<file path="src/common/a2_audio_pkg.sv">
// ==============================
// Apple II audio package
// Constants, soft-switch addresses and the
// packed records shared by the bus snoop,
// speaker shaping and audio mixer blocks
// ==============================

package a2_audio_pkg;

    // Audio sample rate divider, 27 MHz pixel clock / 44.1 kHz
    localparam int AUDIO_TICK_DIV = 612;
    localparam int TICK_CNT_W = $clog2(AUDIO_TICK_DIV);

    // Speaker pulse length in audio ticks
    localparam logic [7:0] SPEAKER_PULSE_LEN = 8'd255;

    // Speaker contribution to each channel, bit 13
    localparam logic [15:0] SPEAKER_LEVEL = 16'd8192;

    // Credit flow control towards the HDMI sink
    localparam int CREDIT_MAX = 4;
    localparam int CREDIT_W = $clog2(CREDIT_MAX + 1);

    // Mixer sample queue
    localparam int QUEUE_DEPTH = 4;
    localparam int QUEUE_PTR_W = $clog2(QUEUE_DEPTH);
    localparam int QUEUE_CNT_W = $clog2(QUEUE_DEPTH + 1);

    // Soft-switch addresses, the "set" switch sits at address + 1
    localparam logic [15:0] ADDR_SPEAKER    = 16'hC030;
    localparam logic [15:0] ADDR_TXTCLR     = 16'hC050;
    localparam logic [15:0] ADDR_MIXCLR     = 16'hC052;
    localparam logic [15:0] ADDR_PAGE1      = 16'hC054;
    localparam logic [15:0] ADDR_LORES      = 16'hC056;
    localparam logic [15:0] ADDR_AN3CLR     = 16'hC05E;
    localparam logic [15:0] ADDR_80STOREOFF = 16'hC000;

    // One snooped, already synchronized bus access
    typedef struct packed {
        logic        valid;
        logic [15:0] addr;
        logic        rw_n;
        logic        m2sel_n;
    } a2_bus_access_t;

    // Video soft-switch state
    typedef struct packed {
        logic text;
        logic mixed;
        logic page2;
        logic hires;
        logic an3;
        logic store80;
    } softswitch_t;

    // Mockingboard stereo sample
    typedef struct packed {
        logic [9:0] left;
        logic [9:0] right;
    } mb_audio_t;

    // HDMI stereo sample word
    typedef struct packed {
        logic [15:0] left;
        logic [15:0] right;
    } audio_sample_t;

endpackage

</file>
<file path="src/hw/a2_bus_decode.sv">
// ==============================
// Apple II bus decode
// Tracks the video soft switches and the
// speaker toggle from snooped bus accesses
// ==============================

`timescale 1ns/10ps

module a2_bus_decode (
    input  logic                        clk_pixel_w,
    input  logic                        system_reset_n_w,
    input  a2_audio_pkg::a2_bus_access_t bus_access_i,
    output a2_audio_pkg::softswitch_t    softswitch_o,
    output logic                        speaker_bit_o
);

    a2_audio_pkg::softswitch_t sw_q;
    logic                      speaker_q;
    logic                      hit;
    logic [15:0]               pair_addr;
    logic                      set_bit;

    // Only accesses with m2sel_n low reach the IO page
    assign hit = bus_access_i.valid && !bus_access_i.m2sel_n;

    // Switches come in clear/set pairs, address bit 0 picks the action
    assign pair_addr = {bus_access_i.addr[15:1], 1'b0};
    assign set_bit   = bus_access_i.addr[0];

    always_ff @(posedge clk_pixel_w or negedge system_reset_n_w) begin
        if (!system_reset_n_w) begin
            speaker_q <= 1'b0;
        end else if (hit && (bus_access_i.addr == a2_audio_pkg::ADDR_SPEAKER)) begin
            // Any access to $C030 flips the speaker, read or write
            speaker_q <= ~speaker_q;
        end
    end

    always_ff @(posedge clk_pixel_w or negedge system_reset_n_w) begin
        if (!system_reset_n_w) begin
            sw_q <= '0;
        end else if (hit) begin
            case (pair_addr)
                a2_audio_pkg::ADDR_TXTCLR: begin
                    sw_q.text <= set_bit;
                end
                a2_audio_pkg::ADDR_MIXCLR: begin
                    sw_q.mixed <= set_bit;
                end
                a2_audio_pkg::ADDR_PAGE1: begin
                    sw_q.page2 <= set_bit;
                end
                a2_audio_pkg::ADDR_LORES: begin
                    sw_q.hires <= set_bit;
                end
                a2_audio_pkg::ADDR_AN3CLR: begin
                    sw_q.an3 <= set_bit;
                end
                a2_audio_pkg::ADDR_80STOREOFF: begin
                    // 80STORE only responds to writes, reads are keyboard data
                    if (!bus_access_i.rw_n) begin
                        sw_q.store80 <= set_bit;
                    end
                end
                default: begin
                    sw_q <= sw_q;
                end
            endcase
        end
    end

    assign softswitch_o  = sw_q;
    assign speaker_bit_o = speaker_q;

endmodule

</file>
<file path="src/speaker/speaker_pulse.sv">
// ==============================
// Speaker pulse shaper
// Divides the pixel clock down to the audio
// sample tick and turns speaker toggles into
// a pulse of limited length
// ==============================

`timescale 1ns/10ps

module speaker_pulse (
    input  logic clk_pixel_w,
    input  logic system_reset_n_w,
    input  logic speaker_bit_i,
    output logic audio_tick_o,
    output logic speaker_level_o
);

    localparam logic [a2_audio_pkg::TICK_CNT_W-1:0] TICK_LAST =
        a2_audio_pkg::TICK_CNT_W'(a2_audio_pkg::AUDIO_TICK_DIV - 1);

    logic [a2_audio_pkg::TICK_CNT_W-1:0] div_q;
    logic                                tick_q;
    logic [7:0]                          pulse_cnt_q;
    logic                                prev_bit_q;
    logic                                level_q;

    // Sample rate divider, tick is registered so the first one
    // lands a full divide period after reset
    always_ff @(posedge clk_pixel_w or negedge system_reset_n_w) begin
        if (!system_reset_n_w) begin
            div_q  <= '0;
            tick_q <= 1'b0;
        end else begin
            if (div_q == TICK_LAST) begin
                div_q <= '0;
            end else begin
                div_q <= div_q + 1'b1;
            end
            tick_q <= (div_q == TICK_LAST);
        end
    end

    // A held-high speaker must not leave a DC offset on the audio,
    // so the level drops once the counter runs out
    always_ff @(posedge clk_pixel_w or negedge system_reset_n_w) begin
        if (!system_reset_n_w) begin
            pulse_cnt_q <= '0;
            prev_bit_q  <= 1'b0;
            level_q     <= 1'b0;
        end else if (tick_q) begin
            if (speaker_bit_i != prev_bit_q) begin
                pulse_cnt_q <= a2_audio_pkg::SPEAKER_PULSE_LEN;
            end else if (pulse_cnt_q != 8'd0) begin
                pulse_cnt_q <= pulse_cnt_q - 8'd1;
            end
            // Uses the pre-tick values, so the level lags by one tick
            level_q    <= prev_bit_q && (pulse_cnt_q != 8'd0);
            prev_bit_q <= speaker_bit_i;
        end
    end

    assign audio_tick_o    = tick_q;
    assign speaker_level_o = level_q;

endmodule

</file>
<file path="src/hw/audio_mixer.sv">
// ==============================
// Audio mixer
// Mixes speaker and Mockingboard audio into
// 16-bit stereo words, queues them and sends
// them to the HDMI sink under credits
// ==============================

`timescale 1ns/10ps

module audio_mixer (
    input  logic                        clk_pixel_w,
    input  logic                        system_reset_n_w,
    input  logic                        audio_tick_i,
    input  logic                        speaker_level_i,
    input  a2_audio_pkg::mb_audio_t     mb_audio_i,
    output a2_audio_pkg::audio_sample_t sample_o,
    output logic                        sample_valid_o,
    input  logic                        credit_return_i,
    output logic                        overflow_o
);

    a2_audio_pkg::audio_sample_t         word_q;
    logic                                push_q;
    a2_audio_pkg::audio_sample_t         queue_mem [a2_audio_pkg::QUEUE_DEPTH];
    logic [a2_audio_pkg::QUEUE_PTR_W-1:0] wr_ptr_q;
    logic [a2_audio_pkg::QUEUE_PTR_W-1:0] rd_ptr_q;
    logic [a2_audio_pkg::QUEUE_CNT_W-1:0] count_q;
    logic [a2_audio_pkg::CREDIT_W-1:0]    credit_q;
    logic                                overflow_q;
    logic                                full;
    logic                                push;
    logic                                send;
    logic [15:0]                         spk_add;

    assign spk_add = speaker_level_i ? a2_audio_pkg::SPEAKER_LEVEL : 16'd0;
    assign full    = (count_q == a2_audio_pkg::QUEUE_CNT_W'(a2_audio_pkg::QUEUE_DEPTH));
    assign push    = push_q && !full;
    assign send    = (count_q != '0) && (credit_q != '0);

    // Mixed word is formed on the tick and queued one cycle later
    always_ff @(posedge clk_pixel_w) begin
        if (audio_tick_i) begin
            word_q.left  <= {2'b00, mb_audio_i.left, 4'b0000} + spk_add;
            word_q.right <= {2'b00, mb_audio_i.right, 4'b0000} + spk_add;
        end
        if (push) begin
            queue_mem[wr_ptr_q] <= word_q;
        end
    end

    always_ff @(posedge clk_pixel_w or negedge system_reset_n_w) begin
        if (!system_reset_n_w) begin
            push_q     <= 1'b0;
            wr_ptr_q   <= '0;
            rd_ptr_q   <= '0;
            count_q    <= '0;
            credit_q   <= a2_audio_pkg::CREDIT_W'(a2_audio_pkg::CREDIT_MAX);
            overflow_q <= 1'b0;
        end else begin
            push_q <= audio_tick_i;
            if (push) begin
                wr_ptr_q <= wr_ptr_q + 1'b1;
            end
            if (send) begin
                rd_ptr_q <= rd_ptr_q + 1'b1;
            end
            count_q  <= count_q + push - send;
            // One credit spent per word sent, one regained per return pulse
            credit_q <= credit_q - send + credit_return_i;
            // Word dropped on a full queue, flag stays until reset
            if (push_q && full) begin
                overflow_q <= 1'b1;
            end
        end
    end

    assign sample_o       = queue_mem[rd_ptr_q];
    assign sample_valid_o = send;
    assign overflow_o     = overflow_q;

endmodule

</file>
<file path="src/hw/a2_audio_top.sv">
// ==============================
// Apple II audio top level
// Bus snoop, speaker shaping and mixer
// ==============================

`timescale 1ns/10ps

module a2_audio_top (
    input  logic                         clk_pixel_w,
    input  logic                         system_reset_n_w,
    input  a2_audio_pkg::a2_bus_access_t bus_access_i,
    input  a2_audio_pkg::mb_audio_t      mb_audio_i,
    output a2_audio_pkg::softswitch_t    softswitch_o,
    output a2_audio_pkg::audio_sample_t  sample_o,
    output logic                         sample_valid_o,
    input  logic                         credit_return_i,
    output logic                         overflow_o
);

    logic speaker_bit_w;
    logic audio_tick_w;
    logic speaker_level_w;

    a2_bus_decode i_a2_bus_decode (
        .clk_pixel_w      (clk_pixel_w),
        .system_reset_n_w (system_reset_n_w),
        .bus_access_i     (bus_access_i),
        .softswitch_o     (softswitch_o),
        .speaker_bit_o    (speaker_bit_w)
    );

    speaker_pulse i_speaker_pulse (
        .clk_pixel_w      (clk_pixel_w),
        .system_reset_n_w (system_reset_n_w),
        .speaker_bit_i    (speaker_bit_w),
        .audio_tick_o     (audio_tick_w),
        .speaker_level_o  (speaker_level_w)
    );

    audio_mixer i_audio_mixer (
        .clk_pixel_w      (clk_pixel_w),
        .system_reset_n_w (system_reset_n_w),
        .audio_tick_i     (audio_tick_w),
        .speaker_level_i  (speaker_level_w),
        .mb_audio_i       (mb_audio_i),
        .sample_o         (sample_o),
        .sample_valid_o   (sample_valid_o),
        .credit_return_i  (credit_return_i),
        .overflow_o       (overflow_o)
    );

endmodule

</file>
<file path="config.mk">
export PLATFORM = sky130hd
export DESIGN_NAME = a2_audio_top
export DESIGN_NICKNAME = d
export VERILOG_FILES = /design/src/common/a2_audio_pkg.sv /design/src/hw/a2_bus_decode.sv /design/src/speaker/speaker_pulse.sv /design/src/hw/audio_mixer.sv /design/src/hw/a2_audio_top.sv
export SDC_FILE = /design/constraint.sdc
export NUM_CORES = 1
export LEC_CHECK = 0
export ABC_AREA = 1
export BUFFER_PORTS_ARGS = -buffer_cell sky130_fd_sc_hd__buf_4
export CORE_ASPECT_RATIO = 0.75
export CORE_MARGIN = 1
export CORE_UTILIZATION = 55
export CTS_CLUSTER_SIZE = 14
export DETAILED_ROUTE_END_ITERATION = 10
export MAX_ROUTING_LAYER = met4
export PLACE_DENSITY = 0.84
export SLEW_MARGIN = 10
export SYNTH_ARGS = -nofsm -noshare
export SYNTH_HDL_FRONTEND = slang
export SYNTH_SLANG_ARGS = --single-unit
</file>
<file path="constraint.sdc">
create_clock -name clk_pixel_w -period 2.2 [get_ports clk_pixel_w]
set_input_delay 0.33 -clock clk_pixel_w [delete_from_list [all_inputs] [get_ports clk_pixel_w]]
set_output_delay 0.33 -clock clk_pixel_w [all_outputs]
set_load 0.01 [all_outputs]
</file>
Word-level counts from Yosys, hierarchy flattened:

Memory sizes are Yosys's and may differ from the RTL's.
Index checks and enable logic that the tools add are counted.

* register bits: 72
* latch bits: 0
* ROM bits: 0
* memories kept: 1
* word-level logic and storage cells: 68
* bits in writable memories: 128

Memory list
* i_audio_mixer.queue_mem: depth 4, width 32, rd ports 1, clocked after Yosys merged registers in 0, write ports 1, line audio_mixer.sv:24 `a2_audio_pkg::audio_sample_t queue_mem [a2_audio_pkg::QUEUE_DEPTH];`

* add/subtract/negate cells: 10
* $lt $le $gt $ge: 0
* multiplexer cells: 6
* shift-type cells: 0
* div/mod/pow operators: 0
* equal/unequal tests: 10
* bitwise gates (word level): 2
* reduce and logical (&&, ||, !) cells: 19
* multipliers: 0

Operators with widths (count)
* $eq 15x15->1 const B: 6
* $add 14x16->16: 2
* $eq 16x16->1 const B: 1
* $mux 8: 2
* $mux 14: 1
* $reduce_and 2->1: 6
* $add 10x1->10 const B: 1
* $eq 10x10->1 const B: 1
* $mux 10: 1
* $reduce_bool 8->1: 1
* $sub 8x1->8 const B: 1
* $add 3x1->3: 2
* $logic_and 1x1->1: 6
* $reduce_bool 3->1: 2
* $sub 3x1->3: 2
* $add 2x1->2 const B: 2
* $eq 3x3->1 const B: 1
* $reduce_and 3->1: 1
* $logic_not 1->1: 2
* $mux 1: 2
* $not 1->1: 2
* $reduce_bool 2->1: 1
* $ne 1x1->1: 1

Logic depth before layout (Yosys ltp):

Gate-level depths: netlist (run 1).

* depth in word-level cells: 5
* mapped depth: 10
* depth with buffers taken out: 10

Cells and area by module:

A second synthesis (run 1) with hierarchy kept.

* cell total of the unflattened synthesis: 581
* area, all modules: 6444.9 sq um

By module, submodules not included
* audio_mixer: cells an instance 350, instances 1, sequential area each 3604.7 sq um, area an instance 4769.6 sq um
* speaker_pulse: cells an instance 143, instances 1, sequential area each 525.5 sq um, area an instance 1149.9 sq um
* a2_bus_decode: cells an instance 88, instances 1, sequential area each 175.2 sq um, area an instance 525.5 sq um

Worst setup path before layout (run 1):

Ideal clock, no wire load.

* path type: reg2reg
* start point: reg i_audio_mixer.wr_ptr_q[0] (netlist bit)
* end point: mem i_audio_mixer.queue_mem[2][10] (netlist bit), enable pin
* cell stages (with the launch flop): 5
* data arrival time: 1.610 ns
* period minus slack after synthesis: 2.010 ns
* path slack: 0.190 ns
* required time: 1.799 ns
* path buffers: 0
* library setup time: 0.401 ns
* cells stage by stage: dfrtp_1 > inv_1 > ha_1 > inv_1 > nor2_1

RTL lines
* from (decl): line audio_mixer.sv:25 `logic [a2_audio_pkg::QUEUE_PTR_W-1:0] wr_ptr_q;`
* from (signal assigned): line audio_mixer.sv:62 `wr_ptr_q <= wr_ptr_q + 1'b1;`
* to (decl): line audio_mixer.sv:24

Straight into the memory's write port.

==> impl_metrics.env, run 1 <==
export IMPL_drv_slew=0
export IMPL_port_buffers=71
export IMPL_dr_pass1_iters=8
export IMPL_totalWireLength_um=12600
export IMPL_die_height_um=94.5
export IMPL_synth_top_area_frac=0.526
export IMPL_skew_ps=6.60
export IMPL_power_density_mw_per_mm2=827
export IMPL_r2r_start="i_audio_mixer.count_q[1]"
export IMPL_period_minus_slack_ps=2130
export IMPL_top_layer="met4"
export IMPL_syn_area_mm2=0.00628
export IMPL_grt_max_degree=41
export IMPL_rsz0062_at_grt="no"
export IMPL_cts_root_buffer="clkbuf_16"
export IMPL_antenna_cells=0
export IMPL_fin_area_mm2=0.00761
export IMPL_setup_viol=0
export IMPL_crit_type="flip-flop to output pin"
export IMPL_crit_arrival_ps=1800
export IMPL_grt_total_usage=0.234
export IMPL_r2r_slack_ps=200
export IMPL_synth_edff_count=110
export IMPL_status="finished with violations"
export IMPL_ir_drop_uv=598
export IMPL_ioPinCount=82
export IMPL_seqCellArea_mm2=0.00431
export IMPL_synth_seq_area_share=0.686
export IMPL_cts_buffers=17
export IMPL_post_dp_hpwl_um=7660
export IMPL_cts_max_level=4
export IMPL_yosys_warnings=0
export IMPL_hold_viol_final=0
export IMPL_yosysTopAreaCell="edfxtp_1"
export IMPL_grt_pass1_wl_um=19900
export IMPL_clk_path_buf_depth=2
export IMPL_tightest_slew_ps=506
export IMPL_rows=33
export IMPL_clock_sinks=150
export IMPL_synthFlopType="edfxtp_1"
export IMPL_initial_core_util=0.569
export IMPL_placed_area_mm2=0.00698
export IMPL_nets=678
export IMPL_dr_wl_met3_um=687
export IMPL_holdPathEnd="i_audio_mixer.word_q[6]"
export IMPL_r2r_end="i_audio_mixer.credit_q[2]"
export IMPL_drt_met1_wl_um=5200
export IMPL_postSynth_asyncResetShare=0.267
export IMPL_core_mm2=0.0110
export IMPL_netlist_top_cells_area="edfxtp_1 53%, dfrtp_1 16%, nor2_1 4.8%, o21ai_0 4.1%, nand2_1 3.8%"
export IMPL_synth_cell_type_count=34
export IMPL_finalSetupTns_ps=0
export IMPL_final_antenna_net_count=0
export IMPL_multi_input_area_mm2=0.00166
export IMPL_syn_inst=535
export IMPL_drive_gt1_frac=0.214
export IMPL_drc=5
export IMPL_clock_latency_ps=420
export IMPL_post_drt_wl_per_cell_um=16.3
export IMPL_crit_fanout=38
export IMPL_met2_length_um=6560
export IMPL_hold_path_cell_count=1
export IMPL_grt_pass1_vias=4161
export IMPL_fmax_mhz=470
export IMPL_die_area_mm2=0.0118
export IMPL_clkTransAtPathRegs_ps=60
export IMPL_required_ps=1870
export IMPL_cts_setup_buffers=0
export IMPL_cts_tree="done"
export IMPL_drt_initial_drc_count=314
export IMPL_ys_seq_elements=150
export IMPL_die_x_um=125
export IMPL_cp_start_kind="flip-flop"
export IMPL_max_slew_margin_rel=0.663
export IMPL_num_fill_cells=747
export IMPL_grt_antenna_before_repair=0
export IMPL_areaGrowthSynthToFinish_pct=21.3
export IMPL_post_synth_cell_area_avg_um2=11.7
export IMPL_vias=4198
export IMPL_place_gp_congestion=0.899
export IMPL_min_path_type="input pin to flip-flop"
export IMPL_violations="DRC"
export IMPL_min_delay_start="mb_audio_i[2]"
export IMPL_worstRegToRegCells=10
export IMPL_p_leak_nw=3.12
export IMPL_drv_cap=0
export IMPL_finalCritPeriodShare=0.968
export IMPL_grt_overflow_total=0
export IMPL_crit_path_end_kind="output pin"
export IMPL_viasPerCell=5.42
[placed cells by master (no fill, tap or decap), types with 3 or more instances in the layout]
cell type	instances
dfrtp_1	39
inv_6	6
conb_1	10
clkbuf_16	17
nor2_1	77
nand3_1	29
o22ai_1	23
ha_1	12
clkinvlp_4	3
bufinv_16	3
o21ai_0	51
nand2_1	64
xnor2_1	3
nor2_2	5
inv_1	51
nand2_2	3
xor2_1	6
o21ai_2	5
buf_4	82
nand4_1	11
edfxtp_1	110
nor3_1	4
[timing repair]
item / 4_1_cts / 5_1_grt
hold buffers: 1 / 0
endpoints found under the setup margin: 0 / 11
endpoints found under the hold margin: 39 / 0
gates resized for setup: 0 / 2
[through the flow]
| step | power [mW] | utilization | hold slack [ps] | setup slack [ps] | instances |
|---|---|---|---|---|---|
| floorplan | 3.24 | - | 34.4 | 190 | 544 |
| global placement | 3.31 | 0.633 | 333 | 298 | 742 |
| detailed placement | 3.32 | 0.633 | 340 | 190 | 742 |
| CTS | 6.34 | 0.690 | 59.5 | 4.92 | 775 |
| global route | 6.49 | 0.691 | 57.7 | 20.8 | 775 |
| finish | 6.30 | 0.691 | 80.1 | 71.5 | 775 |
[cell usage after synthesis, drive strengths merged, types with 2 or more instances]
| library cell | count |
|---|---|
| edfxtp | 110 |
| nor2 | 83 |
| nand2 | 68 |
| o21ai | 58 |
| inv | 53 |
| dfrtp | 39 |
| nand3 | 29 |
| o22ai | 23 |
| buf | 14 |
| ha | 12 |
| clkbuf | 11 |
| nand4 | 11 |
| xor2 | 6 |
| nor3 | 4 |
| xnor2 | 4 |
| fa | 2 |
| nand3b | 2 |
[kinds of logic after synthesis]
kind of cell	after synthesis	share of synthesized area
XOR/XNOR	10	0.0151
AND/OR/NAND/NOR	198	0.135
adder cells (fa/ha/maj)	14	0.0303
buffers and inverters	79	0.0564
other	1	0.000597
AO/OA/AOI/OAI	83	0.0767
flip-flops	150	0.686
[power by group]
part	internal, mW	switching (mW)
Clock	1.82	1.22
Sequential	3.05	0.0175
Combinational	0.0975	0.100
Total	4.96	1.33
[registers in the layout (all words and copies together) (netlist names)]
name                             cells
i_audio_mixer.overflow_o             1
i_speaker_pulse.speaker_level_o      1
i_audio_mixer.rd_ptr_q               2
i_audio_mixer.push_q                 1
i_a2_bus_decode.softswitch_o         6
i_audio_mixer.credit_q               3
i_audio_mixer.queue_mem             88
i_audio_mixer.word_q                22
i_a2_bus_decode.speaker_bit_o        1
i_speaker_pulse.pulse_cnt_q          8
i_speaker_pulse.audio_tick_o         1
i_audio_mixer.wr_ptr_q               2
i_audio_mixer.count_q                3
i_speaker_pulse.div_q               10
i_speaker_pulse.prev_bit_q           1
[worst max-delay path, stage by stage (launching register included)]
cell and delay, ps:
dfrtp_1 410, clkinvlp_4 210, buf_12 230, o21ai_0 230
o22ai_1 130, buf_4 160
[worst max-delay path by stage]
stage / startpoint / end / slack, ps / cells past startpoint
3_3_place_gp: i_audio_mixer.count_q[1] / i_audio_mixer.credit_q[2] / 300 / 10
3_5_place_dp: i_audio_mixer.count_q[1] / i_audio_mixer.credit_q[2] / 190 / 10
6_report: i_audio_mixer.rd_ptr_q[0] / sample_o[25] / 70 / 5
4_1_cts: i_audio_mixer.rd_ptr_q[0] / sample_o[25] / 5 / 5
5_1_grt: i_audio_mixer.rd_ptr_q[0] / sample_o[4] / 20 / 5
2_1_floorplan: i_audio_mixer.wr_ptr_q[0] / i_audio_mixer.queue_mem[2][10] / 190 / 4
[per-layer routing]
layer / track usage / vias up
met3: 0.0657 / 23
li1: - / 1999
met4: 0.109 / 0
met5: - / -
met2: 0.394 / 138
met1: 0.263 / 2038
[final cells by class]
cell class	count	share of cell area
timing repair buffer	84	0.0848
tap	140	0.0230
clock inverter	15	0.0250
multi-input combinational	315	0.218
inverter	54	0.0276
sequential	150	0.565
clock buffer	17	0.0559
No activity file was read; power rests on OpenSTA's default activity.
==> run 2, diff against run 1 <==
--- a/config.mk
+++ b/config.mk
@@ -9,12 +9,13 @@
 export BUFFER_PORTS_ARGS = -buffer_cell sky130_fd_sc_hd__buf_4
 export CORE_ASPECT_RATIO = 0.75
 export CORE_MARGIN = 1
-export CORE_UTILIZATION = 55
+export CORE_UTILIZATION = 52
 export CTS_CLUSTER_SIZE = 14
 export DETAILED_ROUTE_END_ITERATION = 10
 export MAX_ROUTING_LAYER = met4
-export PLACE_DENSITY = 0.84
+export PLACE_DENSITY = 0.83
 export SLEW_MARGIN = 10
 export SYNTH_ARGS = -nofsm -noshare
 export SYNTH_HDL_FRONTEND = slang
 export SYNTH_SLANG_ARGS = --single-unit
+export TNS_END_PERCENT = 10
==> constraint.sdc (replaced) <==
create_clock -name clk_pixel_w -period 1.8 [get_ports clk_pixel_w]
set_input_delay 0.27 -clock clk_pixel_w [delete_from_list [all_inputs] [get_ports clk_pixel_w]]
set_output_delay 0.27 -clock clk_pixel_w [all_outputs]
set_load 0.01 [all_outputs]
==> impl_metrics.env, run 2 (synthesis results as in run 1) <==
export IMPL_cp_start_kind="flip-flop"
export IMPL_viasPerCell=5.27
export IMPL_core_mm2=0.0117
export IMPL_vias=4318
export IMPL_rows=34
export IMPL_final_antenna_net_count=0
export IMPL_crit_fanout=2
export IMPL_post_drt_wl_per_cell_um=16.0
export IMPL_grt_antenna_before_repair=0
export IMPL_cts_buffers=17
export IMPL_areaGrowthSynthToFinish_pct=27.2
export IMPL_clk_path_buf_depth=2
export IMPL_grt_pass1_vias=4253
export IMPL_crit_path_end_kind="flip-flop"
export IMPL_antenna_cells=0
export IMPL_die_x_um=129
export IMPL_dr_pass1_iters=5
export IMPL_clock_latency_ps=420
export IMPL_grt_overflow_total=0
export IMPL_drv_cap=0
export IMPL_initial_core_util=0.539
export IMPL_largest_registers="i_audio_mixer.queue_mem: 88 flops, i_audio_mixer.word_q: 22 flops, i_speaker_pulse.div_q: 10 flops"
export IMPL_place_gp_congestion=0.892
export IMPL_finalCritPeriodShare=1.03
export IMPL_fmax_mhz=538
export IMPL_drc=0
export IMPL_clock_sinks=150
export IMPL_period_minus_slack_ps=1860
export IMPL_final_cell_mix="110 x edfxtp_1, 96 x buf_4, 73 x nor2_1"
export IMPL_post_dp_hpwl_um=7790
export IMPL_largest_reg_flops=88
export IMPL_p_leak_nw=3.27
export IMPL_grt_max_degree=41
export IMPL_cts_max_level=4
export IMPL_power_density_mw_per_mm2=950
export IMPL_clkTransAtPathRegs_ps=70
export IMPL_violations="setup timing"
export IMPL_cts_tree="done"
export IMPL_port_buffers=71
export IMPL_rsz0062_at_grt="yes"
export IMPL_drt_initial_drc_count=234
export IMPL_skew_ps=8.72
export IMPL_final_common_cell="edfxtp_1"
export IMPL_holdWs_ps=26.4
export IMPL_finalPower_mw=7.59
export IMPL_setup_viol=16
export IMPL_die_area_mm2=0.0125
export IMPL_hold_viol_final=0
export IMPL_drv_slew=0
export IMPL_top_register="i_audio_mixer.queue_mem"
export IMPL_finalSetupTns_ps=-310
export IMPL_crit_type="flip-flop to flip-flop"
export IMPL_drive_gt1_frac=0.284
export IMPL_crit_arrival_ps=2180
export IMPL_ioPinCount=82
export IMPL_grt_pass1_wl_um=20200
export IMPL_cts_root_buffer="clkbuf_16"
export IMPL_required_ps=2120
export IMPL_status="finished with violations"
export IMPL_worstRegToRegCells=11
export IMPL_min_path_type="input pin to flip-flop"
export IMPL_ir_drop_uv=799
export IMPL_max_slew_margin_rel=0.657
export IMPL_grt_total_usage=0.223
export IMPL_nets=701
export IMPL_worst_slack_ps=-57.4
export IMPL_tightest_slew_ps=515
export IMPL_die_height_um=97.2
export IMPL_hold_path_cell_count=1
export IMPL_totalWireLength_um=13100
-- run 2: changes by cell type in the layout (fill, tap and decap cells not counted), sizes merged --
cell      before  now
clkinv         3    6
inv           60   55
bufinv         3    2
clkinvlp       3    4
buf           83  105
clkbuf        17   20
-- run 2: path summary, 6_finish.rpt --
| kind | slack, ps | from | endpoint |
|---|---|---|---|
| min in group asynchronous | 370 | system_reset_n_w | i_speaker_pulse.pulse_cnt_q[2] |
| setup reg to reg | -60 | i_audio_mixer.credit_q[2] | i_audio_mixer.rd_ptr_q[1] |
| setup / recovery | -60 | i_audio_mixer.credit_q[2] | i_audio_mixer.rd_ptr_q[1] |
| hold reg to reg | 460 | i_speaker_pulse.div_q[0] | i_speaker_pulse.div_q[0] |
| max in group asynchronous | 1040 | system_reset_n_w | i_audio_mixer.rd_ptr_q[0] |
| hold / removal | 30 | mb_audio_i[6] | i_audio_mixer.word_q[10] |
-- run 2: layout make-up --
type	count	area, um^2
flip-flops and latches	150	4310
well taps	162	203
multi-input cells	315	1780
fillers	805	3670
clock inverters	13	148
repair buffers	107	892
clock buffers	19	453
inverters	54	208
-- run 2: worst max-delay path: stages, from the launching register on --
cell and delay [ps]:
dfstp_2 530, nor2_1 40, nand2_1 80, nand2_2 70, buf_4 140, buf_4 130, buf_4 120, buf_4 120
buf_4 120, buf_4 140, nor2_4 90, xor2_1 180
-- run 2: power breakdown --
group          internal, mW  switching (mW)
clock                  2.13            1.38
combinational         0.172           0.161
sequential             3.73          0.0163
total                  6.03            1.56
-- run 2: repair_timing --
action	CTS	global route
hold buffers	1	0
buffers inserted	5	3
gates resized for setup	23	49
cloned	0	1
pin swaps	5	11
setup endpoints to repair	21	29
endpoints found under the hold margin	39	0
-- run 2: through the flow --
step                instances  area [um^2]  utilization  setup WS (ps)
global placement          778         7110        0.610           27.4
detailed placement        778         7110        0.610          -44.9
global route              820         7990        0.685           -131
finish                    820         7990        0.685          -57.4
floorplan                 544         6310            -           -210
CTS                       816         7820        0.671          -35.0
-- run 2: per-layer routing --
metal	global-route usage	vias to the layer above	part of all wire
met2	0.377	144	0.51
met5	-	-	0
met1	0.249	2091	0.41
met3	0.0639	32	0.058
met4	0.0869	0	0.022
li1	-	2051	-
==> run 3, diff against run 2 <==
--- a/config.mk
+++ b/config.mk
@@ -7,13 +7,14 @@
 export LEC_CHECK = 0
 export ABC_AREA = 1
 export BUFFER_PORTS_ARGS = -buffer_cell sky130_fd_sc_hd__buf_4
+export CAP_MARGIN = 20
 export CORE_ASPECT_RATIO = 0.75
 export CORE_MARGIN = 1
 export CORE_UTILIZATION = 52
 export CTS_CLUSTER_SIZE = 14
 export DETAILED_ROUTE_END_ITERATION = 10
-export MAX_ROUTING_LAYER = met4
 export PLACE_DENSITY = 0.83
+export SETUP_SLACK_MARGIN = 0.5
 export SLEW_MARGIN = 10
 export SYNTH_ARGS = -nofsm -noshare
 export SYNTH_HDL_FRONTEND = slang
==> impl_metrics.env, run 3 (synthesis results as in run 1) <==
export IMPL_top_register="i_audio_mixer.queue_mem"
export IMPL_die_height_um=97.2
export IMPL_largest_reg_flops=88
export IMPL_placed_area_mm2=0.00714
export IMPL_tightest_slew_ps=516
export IMPL_port_buffers=71
export IMPL_p_comb_frac=0.042
export IMPL_rows=34
export IMPL_p_switching_mw=1.62
export IMPL_drt_initial_drc_count=252
export IMPL_use_met2=0.380
export IMPL_p_seq_frac=0.493
export IMPL_antenna_cells=0
export IMPL_viasPerCell=5.29
export IMPL_power_density_mw_per_mm2=900
export IMPL_clk_path_buf_depth=2
export IMPL_violations="setup timing"
export IMPL_top_usage_layer="met2"
export IMPL_cts_buffers=17
export IMPL_final_cell_mix="110 x edfxtp_1, 87 x buf_4, 59 x nor2_1"
export IMPL_num_fill_cells=763
export IMPL_required_ps=1530
export IMPL_grt_total_usage=0.220
export IMPL_cpPeakStageDelay_ps=440
export IMPL_holdWs_ps=17.8
export IMPL_largest_registers="i_audio_mixer.queue_mem: 88 flops, i_audio_mixer.word_q: 22 flops, i_speaker_pulse.div_q: 10 flops"
export IMPL_die_area_mm2=0.0125
export IMPL_cp_start_kind="flip-flop"
export IMPL_finalCritPeriodShare=1.08
export IMPL_finalPower_mw=7.59
export IMPL_fmax_mhz=515
export IMPL_dr_pass1_iters=4
export IMPL_crit_buf_inv=4
export IMPL_grt_antenna_before_repair=0
export IMPL_drv_slew=0
export IMPL_period_minus_slack_ps=1940
export IMPL_met1_usage=0.268
export IMPL_crit_arrival_ps=1670
export IMPL_clock_sinks=150
export IMPL_crit_type="flip-flop to output pin"
export IMPL_hold_viol_final=0
export IMPL_post_drt_wl_per_cell_um=17.1
export IMPL_post_dp_hpwl_um=7610
export IMPL_fin_area_mm2=0.00843
export IMPL_p_sw_frac=0.214
export IMPL_ioPinCount=82
export IMPL_pwr_share_clk=0.465
export IMPL_intPower_mw=5.97
export IMPL_core_mm2=0.0117
export IMPL_nets=703
export IMPL_grtUsageMet3=0.0518
export IMPL_grt_overflow_total=0
export IMPL_crit_family="buffers and inverters"
export IMPL_die_x_um=129
export IMPL_grt_max_degree=41
export IMPL_status="finished with violations"
export IMPL_vias=4346
export IMPL_initial_core_util=0.539
export IMPL_max_slew_margin_rel=0.656
export IMPL_clock_latency_ps=430
export IMPL_fin_util=0.723
export IMPL_final_antenna_net_count=0
export IMPL_skew_ps=14.8
export IMPL_areaGrowthSynthToFinish_pct=34.3
export IMPL_p_leak_nw=3.41
export IMPL_drv_cap=0
export IMPL_cts_max_level=4
export IMPL_crit_top_cell="buf_4"
export IMPL_ir_drop_uv=684
export IMPL_grt_pass1_vias=4203
export IMPL_totalWireLength_um=14100
export IMPL_setup_viol=23
export IMPL_drc=0
export IMPL_grt_pass1_wl_um=20500
export IMPL_cts_root_buffer="clkbuf_16"
export IMPL_worst_slack_ps=-141
export IMPL_crit_path_end_kind="output pin"
export IMPL_drive_gt1_frac=0.373
export IMPL_place_gp_congestion=0.836
export IMPL_crit_fanout=6
export IMPL_clkTransAtPathRegs_ps=70
export IMPL_cp_slowest_cell="dfrtp_2"
export IMPL_rsz0062_at_grt="yes"
export IMPL_cts_tree="done"
export IMPL_final_common_cell="edfxtp_1"
export IMPL_crit_chain="inv_8 > buf_4 > clkbuf_16 > nor2_1 > o22ai_2 > buf_4"
export IMPL_min_path_type="input pin to flip-flop"
run 3: layout make-up:
type                            instances  area, um^2  share of cell area
Sequential cell                       150        4310               0.511
Multi-Input combinational cell        315        2030               0.241
Timing Repair Buffer                  109        1090               0.129
Clock buffer                           17         425              0.0505
Inverter                               54         213              0.0252
Tap cell                              162         203              0.0240
Clock inverter                         15         164              0.0194
run 3: layer usage:
| metal | part of all wire | vias up | routed length [um] |
|---|---|---|---|
| met5 | 0 | - | 0 |
| met4 | 0.011 | 0 | 153 |
| met3 | 0.053 | 12 | 743 |
| met2 | 0.53 | 151 | 7470 |
| met1 | 0.41 | 2116 | 5710 |
| li1 | - | 2067 | - |
run 3: worst paths after layout:
| kind | from | to | slack, ps | depth (start not counted) |
|---|---|---|---|---|
| setup / recovery | i_audio_mixer.rd_ptr_q[0] | sample_o[5] | -140 | 6 |
| hold / removal | mb_audio_i[18] | i_audio_mixer.word_q[28] | 20 | 1 |
| setup reg to reg | i_audio_mixer.count_q[2] | i_audio_mixer.credit_q[2] | -10 | 10 |
| hold reg to reg | i_a2_bus_decode.softswitch_o[2] | i_a2_bus_decode.softswitch_o[2] | 480 | 2 |
| max in group asynchronous | system_reset_n_w | i_audio_mixer.rd_ptr_q[0] | 1040 | 2 |
| min in group asynchronous | system_reset_n_w | i_speaker_pulse.pulse_cnt_q[3] | 360 | 2 |
run 3: per-stage QoR:
step,TNS (ps),instances,worst slack (ps)
after global routing,-3120,822,-200
after CTS,-578,807,-49.2
after detailed placement,-102,771,-52.2
after global placement,0,771,60.9
final,-1600,822,-141
after floorplan,0,544,53.9
run 3: power by group through the flow:
stage | sequential [mW] | clock, mW | combinational, mW
2_1_floorplan | 3.82 | 0 | 0.174
3_3_place_gp | 3.81 | 0 | 0.306
3_5_place_dp | 3.81 | 0 | 0.317
4_1_cts | 3.74 | 3.57 | 0.319
5_1_grt | 3.74 | 3.73 | 0.359
6_report | 3.74 | 3.53 | 0.318
run 3: repair_timing:
| item | 4_1_cts | 5_1_grt |
|---|---|---|
| setup buffers | 1 | 8 |
| hold buffers | 1 | 0 |
| gates cloned | 2 | 7 |
| endpoints found under the setup margin | 126 | 131 |
| pin swaps | 25 | 37 |
| gates resized for setup | 53 | 91 |
| hold endpoints to repair | 39 | 0 |
